===== config.mk =====
export PLATFORM = sky130hd
export DESIGN_NAME = relspwedTop
export DESIGN_NICKNAME = d
export VERILOG_FILES = /design/src/logic/lspQuantPkg.sv /design/src/logic/wbBus.sv /design/src/logic/busArbiter.sv /design/src/logic/lspCodePacker.sv /design/src/logic/lspCombiner.sv /design/src/logic/relspwedTop.sv
export VERILOG_INCLUDE_DIRS = /design/src /design/src/include
export SDC_FILE = /design/constraint.sdc
export NUM_CORES = 1
export LEC_CHECK = 0
export ABC_AREA = 1
export BUFFER_PORTS_ARGS = -buffer_cell sky130_fd_sc_hd__buf_2
export CORE_MARGIN = 5
export CORE_UTILIZATION = 45
export DETAILED_ROUTE_END_ITERATION = 10
export GPL_TIMING_DRIVEN = 0
export SLEW_MARGIN = 20
export SYNTH_ARGS = -nofsm -noshare
export SYNTH_HDL_FRONTEND = slang
export SYNTH_HIERARCHICAL = 1
export SYNTH_SLANG_ARGS = --single-unit

===== constraint.sdc =====
create_clock -name clk -period 5.3 [get_ports clk]
set_clock_uncertainty 0.1 [all_clocks]
set_input_delay 0.53 -clock clk [delete_from_list [all_inputs] [get_ports clk]]
set_output_delay 0.53 -clock clk [all_outputs]
set_load 0.1 [all_outputs]

===== src/include/lspQuant_params.svh =====
`ifndef LSP_QUANT_PARAMS_SVH
`define LSP_QUANT_PARAMS_SVH

// bus widths
`define LSP_ADDR_W 12
`define LSP_DATA_W 16

// codebook shape
`define LSP_M 10
`define LSP_NC 5          // lower half uses the first index
`define LSP_MODES 2
`define LSP_NC0_B 7
`define LSP_NC1_B 5
`define LSP_ROW_STRIDE 16

//////////////////////////////////////////////////////////////////////
// memory map, word addresses
//////////////////////////////////////////////////////////////////////

`define LSP_CB1_BASE 12'h000     // 128 rows
`define LSP_CB2_BASE 12'h800     // 32 rows
`define LSP_CAND_BASE 12'hA00
`define LSP_TINDEX1_BASE 12'hA02
`define LSP_TINDEX2_BASE 12'hA04
`define LSP_MODE_ADDR 12'hA06    // mode in bit 0
`define LSP_BUF_BASE 12'hA10     // one row per mode
`define LSP_CODE_BASE 12'hA30

`endif


===== src/logic/lspQuantPkg.sv =====
`include "lspQuant_params.svh"

package lspQuantPkg;

	// sample word, Q-format is the caller's business
	typedef logic signed [`LSP_DATA_W-1:0] lspWord;

	// word address into the shared data memory
	typedef logic [`LSP_ADDR_W-1:0] busAddr;

	//////////////////////////////////////////////////////////////////////
	// codebook indices
	//////////////////////////////////////////////////////////////////////

	// row of the first-stage codebook
	typedef logic [`LSP_NC0_B-1:0] cand1Index;

	// row of the second-stage codebook
	typedef logic [`LSP_NC1_B-1:0] cand2Index;

	// MA predictor mode
	typedef logic modeSel;

endpackage


===== src/logic/wbBus.sv =====
interface wbBus;
	import lspQuantPkg::*;

	logic cyc;
	logic stb;
	logic we;
	busAddr adr;
	lspWord datW;
	lspWord datR;   // valid in the ack cycle
	logic ack;

	modport master
	(
		output cyc,
		output stb,
		output we,
		output adr,
		output datW,
		input datR,
		input ack
	);

	modport slave
	(
		input cyc,
		input stb,
		input we,
		input adr,
		input datW,
		output datR,
		output ack
	);

endinterface


===== src/logic/busArbiter.sv =====
module busArbiter
(
	input logic clk,
	input logic reset,
	wbBus.slave masterA,
	wbBus.slave masterB,
	output logic cyc,
	output logic stb,
	output logic we,
	output lspQuantPkg::busAddr adr,
	output lspQuantPkg::lspWord datW,
	input lspQuantPkg::lspWord datR,
	input logic ack
);

	logic granted;     // some master owns the bus
	logic grantB;      // owner is masterB
	logic priorityB;   // masterB wins the next tie
	logic ownerCyc;

	assign ownerCyc = grantB ? masterB.cyc : masterA.cyc;

	//////////////////////////////////////////////////////////////////////
	// grant
	//////////////////////////////////////////////////////////////////////

	always_ff @(posedge clk)
	begin
		if (reset)
		begin
			granted <= 1'b0;
			grantB <= 1'b0;
			priorityB <= 1'b0;
		end
		else if (granted)
		begin
			// owner let go, the other side goes first next time
			if (!ownerCyc)
			begin
				granted <= 1'b0;
				priorityB <= !grantB;
			end
		end
		else if (masterA.cyc || masterB.cyc)
		begin
			granted <= 1'b1;
			grantB <= masterB.cyc && (!masterA.cyc || priorityB);
		end
	end

	// shared port follows the owner
	assign cyc = granted && ownerCyc;
	assign stb = granted && (grantB ? masterB.stb : masterA.stb);
	assign we = granted && (grantB ? masterB.we : masterA.we);
	assign adr = grantB ? masterB.adr : masterA.adr;
	assign datW = grantB ? masterB.datW : masterA.datW;

	// responses only to the owner
	assign masterA.ack = granted && !grantB && ack;
	assign masterB.ack = granted && grantB && ack;
	assign masterA.datR = (granted && !grantB) ? datR : '0;
	assign masterB.datR = (granted && grantB) ? datR : '0;

endmodule


===== src/logic/lspCodePacker.sv =====
`include "lspQuant_params.svh"

module lspCodePacker
(
	input logic clk,
	input logic reset,
	input logic go,
	output logic finished,
	wbBus.master bus
);
	import lspQuantPkg::*;

	typedef enum logic [2:0]
	{
		stIdle,
		stRdMode,
		stRdCand,
		stRdIdx1,
		stRdIdx2,
		stWrCode0,
		stWrCode1
	} packState;

	packState state;
	logic reqCyc;
	modeSel mode;      // chosen mode as read back
	cand1Index cand;
	cand2Index idx1;
	cand2Index idx2;
	lspWord code0;
	lspWord code1;

	// transmitted words
	assign code0 = (lspWord'(mode) << `LSP_NC0_B) | lspWord'(cand);
	assign code1 = (lspWord'(idx1) << `LSP_NC1_B) | lspWord'(idx2);

	assign bus.cyc = reqCyc;
	assign bus.stb = reqCyc;
	assign bus.we = (state == stWrCode0) || (state == stWrCode1);
	assign bus.datW = (state == stWrCode1) ? code1 : code0;

	always_comb
	begin
		case (state)
			stRdMode: bus.adr = `LSP_MODE_ADDR;
			stRdCand: bus.adr = `LSP_CAND_BASE + busAddr'(mode);
			stRdIdx1: bus.adr = `LSP_TINDEX1_BASE + busAddr'(mode);
			stRdIdx2: bus.adr = `LSP_TINDEX2_BASE + busAddr'(mode);
			stWrCode1: bus.adr = `LSP_CODE_BASE + busAddr'(1);
			default: bus.adr = `LSP_CODE_BASE;
		endcase
	end

	//////////////////////////////////////////////////////////////////////
	// sequencing
	//////////////////////////////////////////////////////////////////////

	always_ff @(posedge clk)
	begin
		if (reset)
		begin
			state <= stIdle;
			reqCyc <= 1'b0;
			finished <= 1'b0;
		end
		else
		begin
			finished <= 1'b0;
			if (state == stIdle)
			begin
				if (go)
					state <= stRdMode;
			end
			else if (!reqCyc)
				reqCyc <= 1'b1;
			else if (bus.ack)
			begin
				reqCyc <= 1'b0;
				case (state)
					stRdMode: state <= stRdCand;
					stRdCand: state <= stRdIdx1;
					stRdIdx1: state <= stRdIdx2;
					stRdIdx2: state <= stWrCode0;
					stWrCode0: state <= stWrCode1;
					default:
					begin
						state <= stIdle;
						finished <= 1'b1;   // second code word written
					end
				endcase
			end
		end
	end

	// fields masked to their widths on capture
	always_ff @(posedge clk)
	begin
		if (reqCyc && bus.ack)
		begin
			case (state)
				stRdMode: mode <= bus.datR[0];
				stRdCand: cand <= bus.datR[`LSP_NC0_B-1:0];
				stRdIdx1: idx1 <= bus.datR[`LSP_NC1_B-1:0];
				stRdIdx2: idx2 <= bus.datR[`LSP_NC1_B-1:0];
				default: ;
			endcase
		end
	end

endmodule


===== src/logic/lspCombiner.sv =====
`include "lspQuant_params.svh"

module lspCombiner
(
	input logic clk,
	input logic reset,
	input logic go,
	output logic finished,
	wbBus.master bus
);
	import lspQuantPkg::*;

	localparam int jWidth = $clog2(`LSP_M);
	localparam lspWord wordMax = {1'b0, {(`LSP_DATA_W-1){1'b1}}};
	localparam lspWord wordMin = {1'b1, {(`LSP_DATA_W-1){1'b0}}};

	typedef enum logic [2:0]
	{
		stIdle,
		stRdCand,
		stRdIdx1,
		stRdIdx2,
		stRdCb1,
		stRdCb2,
		stWrBuf
	} combState;

	combState state;
	modeSel mode;
	logic [jWidth-1:0] j;
	logic reqCyc;       // access in flight
	cand1Index cand;
	cand2Index idx1;
	cand2Index idx2;
	lspWord acc;        // cb1 entry, then the clipped sum
	logic upperHalf;

	function automatic lspWord satAdd(lspWord a, lspWord b);
		logic [`LSP_DATA_W:0] wide;
		wide = {a[`LSP_DATA_W-1], a} + {b[`LSP_DATA_W-1], b};
		if (wide[`LSP_DATA_W] != wide[`LSP_DATA_W-1])
			return wide[`LSP_DATA_W] ? wordMin : wordMax;
		return wide[`LSP_DATA_W-1:0];
	endfunction

	function automatic busAddr rowAddr(busAddr base, int row, int col);
		return busAddr'(int'(base) + row * `LSP_ROW_STRIDE + col);
	endfunction

	assign upperHalf = (j >= `LSP_NC);

	//////////////////////////////////////////////////////////////////////
	// bus side
	//////////////////////////////////////////////////////////////////////

	assign bus.cyc = reqCyc;
	assign bus.stb = reqCyc;
	assign bus.we = (state == stWrBuf);
	assign bus.datW = acc;

	always_comb
	begin
		case (state)
			stRdCand: bus.adr = `LSP_CAND_BASE + busAddr'(mode);
			stRdIdx1: bus.adr = `LSP_TINDEX1_BASE + busAddr'(mode);
			stRdIdx2: bus.adr = `LSP_TINDEX2_BASE + busAddr'(mode);
			stRdCb1: bus.adr = rowAddr(`LSP_CB1_BASE, int'(cand), int'(j));
			stRdCb2: bus.adr = rowAddr(`LSP_CB2_BASE, int'(upperHalf ? idx2 : idx1), int'(j));
			stWrBuf: bus.adr = rowAddr(`LSP_BUF_BASE, int'(mode), int'(j));
			default: bus.adr = `LSP_CAND_BASE;
		endcase
	end

	//////////////////////////////////////////////////////////////////////
	// sequencing, one access per state
	//////////////////////////////////////////////////////////////////////

	always_ff @(posedge clk)
	begin
		if (reset)
		begin
			state <= stIdle;
			reqCyc <= 1'b0;
			mode <= '0;
			j <= '0;
			finished <= 1'b0;
		end
		else
		begin
			finished <= 1'b0;
			if (state == stIdle)
			begin
				if (go)
				begin
					state <= stRdCand;
					mode <= '0;
					j <= '0;
				end
			end
			else if (!reqCyc)
				reqCyc <= 1'b1;   // cyc was low for a cycle, issue
			else if (bus.ack)
			begin
				reqCyc <= 1'b0;
				case (state)
					stRdCand: state <= stRdIdx1;
					stRdIdx1: state <= stRdIdx2;
					stRdIdx2: state <= stRdCb1;
					stRdCb1: state <= stRdCb2;
					stRdCb2: state <= stWrBuf;
					stWrBuf:
					begin
						if (j == jWidth'(`LSP_M - 1))
						begin
							j <= '0;
							if (mode == modeSel'(`LSP_MODES - 1))
							begin
								state <= stIdle;
								finished <= 1'b1;
							end
							else
							begin
								mode <= mode + 1'b1;
								state <= stRdCand;
							end
						end
						else
						begin
							j <= j + 1'b1;
							state <= stRdCb1;
						end
					end
					default: state <= stIdle;
				endcase
			end
		end
	end

	// read data capture
	always_ff @(posedge clk)
	begin
		if (reqCyc && bus.ack)
		begin
			case (state)
				stRdCand: cand <= bus.datR[`LSP_NC0_B-1:0];
				stRdIdx1: idx1 <= bus.datR[`LSP_NC1_B-1:0];
				stRdIdx2: idx2 <= bus.datR[`LSP_NC1_B-1:0];
				stRdCb1: acc <= bus.datR;
				stRdCb2: acc <= satAdd(acc, bus.datR);
				default: ;
			endcase
		end
	end

endmodule


===== src/logic/relspwedTop.sv =====
module relspwedTop
(
	input logic clk,
	input logic reset,
	input logic start,
	output logic done,
	output logic wbCyc,
	output logic wbStb,
	output logic wbWe,
	output lspQuantPkg::busAddr wbAdr,
	output lspQuantPkg::lspWord wbDatW,
	input lspQuantPkg::lspWord wbDatR,
	input logic wbAck
);

	logic busy;
	logic go;
	logic combFinished;
	logic packFinished;
	logic combSeen;     // combiner finished earlier in this run
	logic packSeen;
	logic combDone;
	logic packDone;

	wbBus combBus();
	wbBus packBus();

	assign combDone = combSeen || combFinished;
	assign packDone = packSeen || packFinished;

	//////////////////////////////////////////////////////////////////////
	// run control
	//////////////////////////////////////////////////////////////////////

	always_ff @(posedge clk)
	begin
		if (reset)
		begin
			busy <= 1'b0;
			go <= 1'b0;
			done <= 1'b0;
			combSeen <= 1'b0;
			packSeen <= 1'b0;
		end
		else
		begin
			go <= 1'b0;
			done <= 1'b0;
			if (!busy)
			begin
				if (start)
				begin
					busy <= 1'b1;
					go <= 1'b1;
				end
			end
			else if (combDone && packDone)
			begin
				busy <= 1'b0;
				done <= 1'b1;
				combSeen <= 1'b0;
				packSeen <= 1'b0;
			end
			else
			begin
				combSeen <= combDone;
				packSeen <= packDone;
			end
		end
	end

	lspCombiner combiner
	(
		.clk(clk),
		.reset(reset),
		.go(go),
		.finished(combFinished),
		.bus(combBus)
	);

	lspCodePacker packer
	(
		.clk(clk),
		.reset(reset),
		.go(go),
		.finished(packFinished),
		.bus(packBus)
	);

	// combiner on port A, packer on port B
	busArbiter arbiter
	(
		.clk(clk),
		.reset(reset),
		.masterA(combBus),
		.masterB(packBus),
		.cyc(wbCyc),
		.stb(wbStb),
		.we(wbWe),
		.adr(wbAdr),
		.datW(wbDatW),
		.datR(wbDatR),
		.ack(wbAck)
	);

endmodule


Word-level counts from Yosys, hierarchy flattened
Index checks and enable logic that the tools add are counted.
{"block": "classes", "n_reduce_logical": 45, "mux": 56, "n_lt_le_gt_ge": 1, "eq_ne": 16, "n_addsub": 14, "n_bitwise": 11}
{"operator": "16-bit two-way mux", "count": 6}
{"operator": "12-bit by 1-bit adder with 12-bit output (first input constant)", "count": 6}
{"operator": "12-bit case mux with 6 select lines", "count": 1}
{"operator": "12-bit case mux with 5 select lines", "count": 1}
{"operator": "16-bit case mux with 2 select lines", "count": 1}
{"operator": "1-bit two-way mux", "count": 28}
{"operator": "12-bit by 5-bit adder with 12-bit output", "count": 2}
{"operator": "3-bit two-way mux", "count": 8}
{"operator": "4-bit two-way mux", "count": 6}
{"operator": "2-bit AND reduction", "count": 10}
{"operator": "3-bit == test (second input constant)", "count": 6}
{"operator": "3-bit case mux with 6 select lines", "count": 1}
{"operator": "16-bit by 16-bit adder with 17-bit output", "count": 1}
{"operator": "3-bit case mux with 5 select lines", "count": 1}
{"operator": "2-bit nonzero test", "count": 7}
{"operator": "11-bit by 4-bit adder with 12-bit output", "count": 1}
{"operator": "12-bit adder (first input constant)", "count": 1}
{"operator": "12-bit by 5-bit adder with 12-bit output (first input constant)", "count": 1}
{"operator": "3-bit by 2-bit == test with 1-bit output (second input constant)", "count": 4}
{"operator": "12-bit two-way mux", "count": 1}
{"operator": "1-bit logical AND", "count": 10}
{"operator": "5-bit two-way mux", "count": 2}
{"operator": "10-bit by 5-bit bitwise OR with 10-bit output", "count": 1}
{"operator": "1-bit NOT", "count": 9}
{"operator": "18 further kinds", "count": 28}
{"block": "word_totals", "wordCells": 168, "regBits": 74, "input_bits": 20}

Depth between registers and ports, before layout
Gate-level depths: netlist of run 1.
{"block": "depth", "word_depth": 10, "depth_mapped": 18, "depth_no_buf": 17}

Hierarchy
The synthesis of run 1 kept the hierarchy.
{"mod": "lspCombiner", "instances": 1, "area_each_um2": 3035.4, "cells_each": 376}
{"mod": "lspCodePacker", "instances": 1, "area_each_um2": 1102.3, "cells_each": 100}
{"mod": "busArbiter", "instances": 1, "area_each_um2": 742.0, "cells_each": 172}
{"mod": "relspwedTop", "instances": 1, "area_each_um2": 201.4, "cells_each": 29}

Worst setup path before layout of run 1
OpenSTA, ideal clock, no wires.
{"block": "synth_path", "path_type": "reg-to-output", "from": "register packer.state[1]", "to": "output port wbWe", "slack_ns": 2.372, "stages_incl_launch_ff": 7, "n_path_buf": 2, "arrival_time_ns": 2.298, "path_cell_list": "dfxtp_1 > buf_4 > nand3_4 > buf_6 > o21ai_0 > nand2_1 > a21oi_1"}
{"block": "synth_via", "elab_chain_len": 4}
{"item": "from (decl)", "line": "lspCodePacker.sv:24", "source": "packState state;"}
{"item": "from (signal assigned)", "line": "lspCodePacker.sv:62", "source": "state <= stIdle;"}
{"item": "from (signal assigned)", "line": "lspCodePacker.sv:72", "source": "state <= stRdMode;"}
{"item": "from (signal assigned)", "line": "lspCodePacker.sv:80", "source": "stRdMode: state <= stRdCand;"}
{"item": "3-bit == test", "line": "lspCodePacker.sv:39", "source": "assign bus.we = (state == stWrCode0) || (state == stWrCode1);"}
{"item": "1-bit logical OR (*)", "line": "lspCodePacker.sv:39"}
{"item": "via packBus.we", "line": "wbBus.sv:6", "source": "logic we;"}
{"item": "1-bit two-way mux (*)", "line": "busArbiter.sv:54", "source": "assign we = granted && (grantB ? masterB.we : masterA.we);"}
{"item": "1-bit logical AND (*)", "line": "busArbiter.sv:54"}
{"item": "to (decl)", "line": "relspwedTop.sv:9", "source": "output logic wbWe,"}
The timed path passes the listed nets; every way through them passes the cells marked *.

Final worst setup path of run 1
{"block": "layout_path", "from": "register combiner.state[1]", "to": "output port wbAdr[5]"}
{"block": "layout_via", "elab_chain_len": 3}
{"item": "from (decl)", "line": "lspCombiner.sv:28", "source": "combState state;"}
{"item": "from (signal assigned)", "line": "lspCombiner.sv:82", "source": "state <= stIdle;"}
{"item": "from (signal assigned)", "line": "lspCombiner.sv:95", "source": "state <= stRdCand;"}
{"item": "from (signal assigned)", "line": "lspCombiner.sv:106", "source": "stRdCand: state <= stRdIdx1;"}
{"item": "3-bit == test (tied with other cells)", "line": "lspCombiner.sv:63", "source": "case (state)"}
{"item": "12-bit case mux with 6 select lines (*)", "line": "lspCombiner.sv:63"}
{"item": "via combBus.adr[5]", "line": "wbBus.sv:7", "source": "busAddr adr;"}
{"item": "12-bit two-way mux (*)", "line": "busArbiter.sv:55", "source": "assign adr = grantB ? masterB.adr : masterA.adr;"}
{"item": "to (decl)", "line": "relspwedTop.sv:10", "source": "output lspQuantPkg::busAddr wbAdr,"}
Marked as above.

==> results of run 1 <==
==> through the flow <==
stage	power, mW	cells	util	setup slack, ns	cell area (um^2)
2_1_floorplan	1.638	679	-	2.372	5089
3_3_place_gp	1.836	870	0.5047	1.794	5519
3_5_place_dp	1.848	872	0.5069	2.083	5543
4_1_cts	2.493	888	0.5362	2.134	5863
5_1_grt	2.616	888	0.5372	1.868	5874
6_report	2.478	888	0.5372	2.137	5874
==> power by group through the flow <==
| stage | clock network, mW | logic [mW] | registers, mW |
|---|---|---|---|
| after floorplan | 0 | 0.950 | 0.688 |
| after global placement | 0 | 1.14 | 0.693 |
| after detailed placement | 0 | 1.15 | 0.694 |
| after CTS | 0.654 | 1.16 | 0.682 |
| after global routing | 0.679 | 1.25 | 0.685 |
| final | 0.641 | 1.15 | 0.682 |
==> worst register-to-register path: stages (launching register included) <==
cell	delay (ns)
dfxtp_1	0.31
buf_6	0.13
clkinv_4	0.06
nand2_4	0.08
nor2_1	0.30
ha_1	0.25
inv_1	0.06
fa_1	0.42
o21ai_0	0.20
nand3_1	0.11
nand2_2	0.12
nand2_2	0.07
nand2_1	0.07
nand2_1	0.05
nand2_1	0.06
nand2_2	0.12
buf_6	0.18
nand3_1	0.07
o211ai_1	0.09
==> final timing paths <==
check                          from                    to  depth (start not counted)
hold / removal                start                    go                          3
hold reg to reg   arbiter/priorityB     arbiter/priorityB                          2
setup / recovery  combiner/state[1]              wbAdr[5]                          9
setup reg to reg     arbiter/grantB  combiner/bus.datW[0]                         18
==> registers in the layout, indices dropped and copies added, names as in the netlist, 3 cells and up <==
| name | flops |
|---|---|
| packer/idx1 | 5 |
| combiner/cand | 7 |
| combiner/idx2 | 5 |
| combiner/idx1 | 5 |
| combiner/state | 3 |
| combiner/j | 4 |
| packer/cand | 7 |
| combiner/bus.datW | 16 |
| packer/state | 3 |
| packer/idx2 | 5 |
==> layout make-up <==
cell class | instances | area (um^2)
buffer | 33 | 232.7
clock buffer | 14 | 307.8
clock inverter | 2 | 12.51
fill | 1069 | 5061
inverter | 86 | 330.3
multi-input combinational | 486 | 2550
sequential | 74 | 1992
tap | 140 | 175.2
timing repair buffer | 53 | 274.0
==> placed cells by master, fill, tap and decap left out, types with 3 or more instances in the layout <==
master and n:
inv_2 5, clkbuf_1 4, nor3_1 4, edfxtp_1 51, dfxtp_1 23, buf_4 19, inv_4 3, conb_1 13
nor2_2 3, nand2_1 208, o211ai_1 3, ha_1 19, inv_1 79, a21oi_1 24, clkbuf_16 12, or2_2 13
buf_2 60, buf_6 5, mux2_2 5, o21ai_0 20, a21boi_2 9, xnor2_1 3, nor2_1 77, nand3_1 27
xor2_1 8, nor3_2 4, nand2_2 10, a21oi_2 6
==> metal layers <==
metal | vias to the layer above | part of all wire
met4 | 0 | 0.0098
met5 | - | 0
met1 | 1951 | 0.44
li1 | 2251 | -
met2 | 108 | 0.50
met3 | 11 | 0.043
==> reports/summary.txt, run 1 <==
GR Util met3 - 0.03760
Post-CTS setup buffers - 0
Largest net degree at the start of global routing - 16
Via Count - 4321
Worst EP required - 4.67 ns
Worst min-delay path category - input port to register
Clk sinks - 74
Initial Util - 0.4616
Layer with the highest usage - met2
CTS tree - done
Worst Path Arrival - 2.53 ns
Hold Buf Count CTS - 0
Highest clock rate - 316.2 MHz
Gpl congestion - 0.8887
GR Layer Usage met2 - 0.3422
Max cap viols - 0
CTS buffer count - 9
Area Growth Syn to Fin - 16.39%
Post-Synthesis Cells - 668
Critical-path cell list - inv_1 > nand2_1 > nor2_1 > clkbuf_1 > o21ai_0 > o221ai_1 > nand2_1 > nand2_1 > buf_2
# rows - 38
Post-Syn Area per Cell - 7.556 um^2
Setup violations, final - 0
Crit end category - primary output
Hold WS - 0.3185 ns
Met1 Use GR - 0.2309
Most used cell, CP - nand2_1
Post-DP HPWL - 9585 um
Post-Syn Area - 5047 um^2
Worst Tran Pin Value - 0.7654 ns
Root Buffer - clkbuf_16
Status - completed
Clock Power Share - 0.259
Comb pwr share - 0.466
Latest clock arrival within the worst-skew pair - 0.33 ns
CP peak stage delay - 0.43 ns
Tmin final - 3.163 ns
Vias per std cell - 4.866
CP Buf/Inv Count - 3
Power Density - 421.8 nW/um^2
CP Max Fanout - 10
CTS Buffer Depth - 2
Slew Limit Headroom - 0.4855
Sw Ratio - 0.4564
Unrepaired setup endpoints after global routing - no
Die H - 115.9 um
Fin nets - 783
Routed wire length per instance - 13.89 um
CP delay by family, top - buffers and inverters
Sequential power share - 0.275
I/O pin cnt - 52
Core ar. - 10940 um^2
Critical path startpoint category - register
DIE AREA - 13430 um^2
Int Pwr - 1.347 mW
Clock transition at path regs - 0.06 ns
Final WL - 12330 um
DRT Pass-1 Iters - 5
Layout cells sized above 1 - 0.2206
Sw power - 1.131 mW
Hold Vio Cnt, Final - 0
First-pass GRT wire length - 19890 um
Resized cells post-CTS - 0
Leak - 2.892 nW
Critical Setup Path Class - register to primary output
DRC - 0
CP max stage cell - clkbuf_1
Antenna diodes - 0
GRT Resource Usage Total - 0.1896
Final Max Slew Viols - 0
Gr ovfl total - 0
VDD IR max - 307.1 uV
Setup TNS - 0 ns
Post-route antenna net violation count - 0
Die Wd - 115.9 um
Synth warn - 6
FF-to-FF setup slack - 2.19 ns
Initial DRC Count - 216
Fin crit share - 0.5968
Vias in the first global route - 4170
Count of buffers from port buffering - 51
Initial antenna violation count - 0
H-Tree Depth - 3
Note: power is estimated with default switching activity, not from simulation.
==> run 2: changes to the inputs <==
==> constraint.sdc (replaced) <==
create_clock -name clk -period 3.03 [get_ports clk]
set_clock_uncertainty 0.1 [all_clocks]
set_input_delay 0.303 -clock clk [delete_from_list [all_inputs] [get_ports clk]]
set_output_delay 0.303 -clock clk [all_outputs]
set_load 0.1 [all_outputs]
==> run 2 against run 1 <==
Against the previous run: power is 77% higher; critical path type is now register to register; utilization rose by 0.70 points; die area is the same; sequential share of layout area shrank 0.41 points.
==> reports/summary.txt, run 2 (same netlist as run 1, synthesis figures left out) <==
Max cap viols - 0 (unchanged)
Initial DRC Count - 271 (was 216)
FF-to-FF setup slack - 0.17 ns (was 2.19 ns)
Clock transition at path regs - 0.06 ns (about the same)
Leak - 2.920 nW (was 2.892 nW)
Die H - 115.9 um (unchanged)
Tmin final - 2.862 ns
Layout Cells excl Fill - 891 (was 888)
Power Density - 737.6 nW/um^2 (was 421.8 nW/um^2)
Fin crit share - 0.9447
Worst Path Arrival - 2.85 ns (was 2.53 ns)
Fin nets - 786 (was 783)
Gr ovfl total - 0 (unchanged)
Max reg flops - 16 (unchanged)
CP peak stage delay - 0.42 ns (was 0.43 ns)
Commonest non-fill, non-tap cell in the layout - nand2_1 (unchanged)
Status - completed (unchanged)
GRT Resource Usage Total - 0.1897 (was 0.1896)
DRT Pass-1 Iters - 5 (unchanged)
Crit path capture - combiner/bus.datW[11] (was wbAdr[5])
Critical Setup Path Class - register to register (was register to primary output)
Routed wire length per instance - 13.90 um (was 13.89 um)
Clk sinks - 74 (unchanged)
Setup violations, final - 0 (unchanged)
Vias per std cell - 4.889 (was 4.866)
Slew Limit Headroom - 0.5034 (was 0.4855)
Initial Util - 0.4616 (unchanged)
Critical path startpoint category - register (unchanged)
Placed Instances - 872 (unchanged)
CTS tree - done (unchanged)
Worst r2r src - arbiter/grantB (unchanged)
Worst setup margin - 0.1676 ns (was 2.137 ns)
Worst min-delay path category - input port to register (unchanged)
Area Growth Syn to Fin - 17.90% (was 16.39%)
Reg2reg end - combiner/bus.datW[11] (was combiner/bus.datW[0])
Post-route antenna net violation count - 0 (unchanged)
Final Power - 4.389 mW (was 2.478 mW)
I/O pin cnt - 52 (unchanged)
CP max stage cell - fa_1 (was clkbuf_1)
Final WL - 12380 um (was 12330 um)
Register area - 1993 um^2 (was 1992 um^2)
Multi-input combinational cell area - 2591 um^2 (was 2550 um^2)
Critical path origin - arbiter/grantB (was combiner/state[1])
CTS Buffer Depth - 2 (unchanged)
Crit end category - register (was primary output)
First-pass GRT wire length - 19900 um (was 19890 um)
Fillers - 1059 (was 1069)
DRC - 0 (unchanged)
H-Tree Depth - 3 (unchanged)
Worst Tran Pin Value - 0.7387 ns (was 0.7654 ns)
Worst EP required - 3.01 ns (was 4.67 ns)
# rows - 38 (unchanged)
Post-DP HPWL - 9585 um (unchanged)
Core ar. - 10940 um^2 (unchanged)
CTS buffer count - 9 (unchanged)
Latest clock arrival within the worst-skew pair - 0.33 ns (about the same)
Via Count - 4356 (was 4321)
Worst reg2reg path depth - 16 (was 18)
Antenna diodes - 0 (unchanged)
Die Wd - 115.9 um (unchanged)
CP Max Fanout - 10 (unchanged)
Layout cells sized above 1 - 0.2357 (was 0.2206)
Hold Vio Cnt, Final - 0 (unchanged)
VDD IR max - 536.8 uV (was 307.1 uV)
Place WS - -0.05777 ns (was 2.083 ns)
Vias in the first global route - 4174 (was 4170)
Count of buffers from port buffering - 51 (unchanged)
Initial antenna violation count - 0 (unchanged)
Highest clock rate - 349.4 MHz
Most frequent cells in the layout - 207 x nand2_1, 79 x inv_1, 71 x nor2_1 (was 208 x nand2_1, 79 x inv_1, 77 x nor2_1)
DIE AREA - 13430 um^2 (unchanged)
Most used cell, CP - nand2_2 (was nand2_1)
Largest net degree at the start of global routing - 16 (unchanged)
Root Buffer - clkbuf_16 (unchanged)
Hold Buf Count CTS - 0 (unchanged)
Final Max Slew Viols - 0 (unchanged)
Critical-path cell list - buf_6 > clkinv_4 > nand2_8 > nor2_4 > ha_1 > inv_1 > fa_1 > o21ai_1 > nand3_1 > nand2_2 > nand2_2 > nand3_1 > nand2_2 > a21oi_4 > buf_8 > a21boi_2 (was inv_1 > nand2_1 > nor2_1 > clkbuf_1 > o21ai_0 > o221ai_1 > nand2_1 > nand2_1 > buf_2)
Gpl congestion - 0.8887 (unchanged)
[run 2: cell types whose count changed in the layout (fill, tap and decap cells not counted), sizes merged]
cell,previous run,this run
buf,84,87
[run 2: worst min-delay path by stage]
stage,depth (start not counted),to,slack (ns),startpoint
5_1_grt,3,go,0.10,start
3_5_place_dp,2,packSeen,0.37,packSeen
2_1_floorplan,1,arbiter/grantB,0.27,reset
4_1_cts,3,go,0.08,start
6_report,3,go,0.09,start
3_3_place_gp,2,arbiter/priorityB,0.35,arbiter/priorityB
[run 2: power breakdown]
part	leakage [nW]	internal, mW	switching (mW)
Combinational	2.10	0.530	1.54
Sequential	0.659	1.15	0.0494
Clock	0.159	0.707	0.416
[run 2: area by class of cell]
cell class / instances / share of cell area
Multi-Input combinational cell: 486 / 0.4355
Clock inverter: 2 / 0.002103
Sequential cell: 74 / 0.3349
Tap cell: 140 / 0.02944
Timing Repair Buffer: 56 / 0.04983
Buffer: 33 / 0.04100
Clock buffer: 14 / 0.05172
Inverter: 86 / 0.05551
[run 2: worst max-delay path: cells and delay by family (launching register included)]
kind | cells | cell delay, ns
fa+ha+maj | 2 | 0.62
simple gates | 7 | 0.69
compound gates | 3 | 0.44
flops | 1 | 0.31
buf+inv | 4 | 0.45
[run 2: stage by stage]
stage	util	hold slack [ns]	cell area [um^2]	setup TNS [ns]
final	0.5442	0.09136	5951	0
after global routing	0.5442	0.1045	5951	-0.007305
after CTS	0.5366	0.08445	5868	0
after detailed placement	0.5069	0.3704	5543	-0.6563
after global placement	0.5047	0.3514	5519	-6.264
after floorplan	-	0.2721	5089	0
[run 2: layer usage]
layer / up-vias / global-route usage / part of all wire
met2: 115 / 0.3429 / 0.51
met4: 0 / 0.04872 / 0.0099
met3: 8 / 0.03760 / 0.052
li1: 2259 / - / -
met5: - / 0 / 0
met1: 1974 / 0.2306 / 0.43
[run 2: what timing repair did]
action,in CTS,in global routing
pin swaps,0,3
endpoints found under the hold margin,0,0
resized for setup,2,17
setup endpoints to repair,14,20
setup buffers,0,3
==> run 3: changes to the inputs <==
--- a/config.mk
+++ b/config.mk
@@ -7,7 +7,7 @@
 export NUM_CORES = 1
 export LEC_CHECK = 0
 export ABC_AREA = 1
-export BUFFER_PORTS_ARGS = -buffer_cell sky130_fd_sc_hd__buf_2
+export BUFFER_PORTS_ARGS = -buffer_cell sky130_fd_sc_hd__buf_4
 export CORE_MARGIN = 5
 export CORE_UTILIZATION = 45
 export DETAILED_ROUTE_END_ITERATION = 10
==> run 3 against run 2 <==
Against the previous run: power is 2.1% higher; global-route usage is 0.49 points higher; design area is 2.2% higher; critical endpoint is now wbAdr[6].
==> reports/summary.txt, run 3 (same netlist as run 1, synthesis figures left out) <==
Status - completed (unchanged)
I/O pin cnt - 52 (unchanged)
Initial DRC Count - 273 (was 271)
Commonest non-fill, non-tap cell in the layout - nand2_1 (unchanged)
Routed wl met2 - 6215 um (was 6272 um)
DRC - 0 (unchanged)
Post-DP HPWL - 9678 um (was 9585 um)
Die Wd - 115.9 um (unchanged)
Routed wire length per instance - 14.02 um (was 13.90 um)
FF-to-FF setup slack - 0.17 ns (about the same)
Met3 wire len - 569 um (was 647 um)
Clk sinks - 74 (unchanged)
CP peak stage delay - 0.44 ns (was 0.42 ns)
Max cap viols - 0 (unchanged)
Vias in the first global route - 4246 (was 4174)
Latest clock arrival within the worst-skew pair - 0.34 ns (was 0.33 ns)
Highest signal layer in the routed design - met4 (unchanged)
Core ar. - 10940 um^2 (unchanged)
Most frequent cells in the layout - 208 x nand2_1, 79 x inv_1, 71 x nor2_1, 71 x buf_4, 51 x edfxtp_1 (was 207 x nand2_1, 79 x inv_1, 71 x nor2_1)
Initial Util - 0.4616 (unchanged)
Post-route antenna net violation count - 0 (unchanged)
Count of buffers from port buffering - 51 (unchanged)
Largest net degree at the start of global routing - 16 (unchanged)
Place WS - -0.08792 ns (was -0.05777 ns)
Layout Cells excl Fill - 889 (was 891)
CP max stage cell - clkbuf_1 (was fa_1)
Clock transition at path regs - 0.06 ns (about the same)
Fin nets - 784 (was 786)
Final WL - 12470 um (was 12380 um)
CP Buf/Inv Count - 4 (unchanged)
Slew Limit Headroom - 0.4398 (was 0.5034)
CP Max Fanout - 10 (unchanged)
Crit end category - primary output (was register)
Met1 WL - 5380 um (was 5342 um)
Antenna diodes - 0 (unchanged)
Highest clock rate - 350.2 MHz (was 349.4 MHz)
Worst Path Arrival - 2.45 ns (was 2.85 ns)
Worst setup margin - 0.1745 ns (was 0.1676 ns)
Initial antenna violation count - 0 (unchanged)
Root Buffer - clkbuf_16 (unchanged)
Layout cells sized above 1 - 0.2336 (was 0.2357)
Worst reg2reg path depth - 18 (was 16)
Register area - 1993 um^2 (unchanged)
Placed Instances - 872 (unchanged)
Worst min-delay path category - input port to register (unchanged)
Gpl congestion - 0.8960 (was 0.8887)
Multi-input combinational cell area - 2609 um^2 (was 2591 um^2)
Gr ovfl total - 0 (unchanged)
GRT Resource Usage Total - 0.1946 (was 0.1897)
Final Max Slew Viols - 0 (unchanged)
Hold Buf Count CTS - 0 (unchanged)
Leak - 2.930 nW (was 2.920 nW)
Critical-path cell list - buf_2 > inv_2 > nor2_1 > clkbuf_1 > o21ai_0 > o21ai_0 > nand2_1 > nand2_1 > buf_4 (was buf_6 > clkinv_4 > nand2_8 > nor2_4 > ha_1 > inv_1 > fa_1 > o21ai_1 > nand3_1 > nand2_2 > nand2_2 > nand3_1 > nand2_2 > a21oi_4 > buf_8 > a21boi_2)
Critical path startpoint category - register (unchanged)
Hold depth - 3 (unchanged)
CP Depth - 9 (was 16)
CTS Buffer Depth - 2 (unchanged)
Worst EP required - 2.63 ns (was 3.01 ns)
CTS tree - done (unchanged)
H-Tree Depth - 3 (unchanged)
VDD IR max - 500.4 uV (was 536.8 uV)
Hold Vio Cnt, Final - 0 (unchanged)
CTS buffer count - 9 (unchanged)
CP delay by family, top - buffers and inverters (was simple AND/OR/NAND/NOR gates)
Power Density - 736.8 nW/um^2 (was 737.6 nW/um^2)
Fin crit share - 0.9424 (was 0.9447)
DRT Pass-1 Iters - 4 (was 5)
Die H - 115.9 um (unchanged)
Tmin final - 2.856 ns (was 2.862 ns)
Setup TNS - 0 ns (unchanged)
Worst Tran Pin Value - 0.8334 ns (was 0.7387 ns)
Critical Setup Path Class - register to primary output (was register to register)
Area Growth Syn to Fin - 20.55% (was 17.90%)
DIE AREA - 13430 um^2 (unchanged)
# rows - 38 (unchanged)
Fillers - 1046 (was 1059)
Via Count - 4368 (was 4356)
Vias per std cell - 4.913 (was 4.889)
Max reg flops - 16 (unchanged)
First-pass GRT wire length - 20180 um (was 19900 um)
Setup violations, final - 0 (unchanged)
-- run 3: through the flow --
| step | instance area [um^2] | utilization | power [mW] | hold slack [ns] |
|---|---|---|---|---|
| 2_1_floorplan | 5089 | - | 2.865 | 0.2721 |
| 5_1_grt | 6085 | 0.5564 | 4.750 | 0.07243 |
| 3_5_place_dp | 5677 | 0.5191 | 3.303 | 0.3571 |
| 4_1_cts | 6002 | 0.5489 | 4.479 | 0.06712 |
| 6_report | 6085 | 0.5564 | 4.483 | 0.08839 |
| 3_3_place_gp | 5647 | 0.5164 | 3.280 | 0.3507 |
-- run 3: repair_timing --
| action | in CTS | in global routing |
|---|---|---|
| endpoints found under the setup margin | 14 | 15 |
| hold endpoints to repair | 0 | 0 |
| pin swaps | 0 | 2 |
| buffers inserted | 0 | 1 |
| gates resized for setup | 2 | 16 |
-- run 3: where the power goes --
| group | leakage (nW) | internal, mW | switching [mW] | total, mW |
|---|---|---|---|---|
| clock network | 0.157 | 0.746 | 0.410 | 1.16 |
| registers | 0.659 | 1.15 | 0.0488 | 1.20 |
| logic | 2.11 | 0.591 | 1.54 | 2.13 |
| total | 2.93 | 2.49 | 2.00 | 4.48 |
-- run 3: metal layers --
layer	track usage	vias to the layer above
met4	0.07038	0
li1	-	2258
met5	0	-
met2	0.3468	107
met1	0.2265	1982
met3	0.04752	21
-- run 3: area by class of cell --
class,instances,area share
inverters,86,0.05429
plain buffers,33,0.04072
well taps,140,0.02879
clock buffers,12,0.04051
clock inverters,4,0.01213
repair buffers,54,0.06724
flip-flops and latches,74,0.3276
multi-input cells,486,0.4287
-- run 3: worst paths after layout --
check | startpoint | endpoint
min | start | go
max | combiner/state[2] | wbAdr[6]
min reg2reg | arbiter/priorityB | arbiter/priorityB
max reg2reg | arbiter/grantB | combiner/bus.datW[1]
-- run 3: worst register-to-register path, stage by stage, from the launching register on --
cell	delay (ns)
dfxtp_1	0.31
buf_6	0.13
clkinv_4	0.07
nand2_8	0.09
nor2_4	0.13
ha_1	0.18
inv_1	0.06
fa_1	0.41
o21ai_1	0.17
nand3_1	0.10
nand2_2	0.12
nand2_2	0.08
nand2_1	0.08
nand2_1	0.05
nand2_1	0.07
nand2_2	0.12
buf_6	0.18
nand3_1	0.08
o21ai_1	0.08
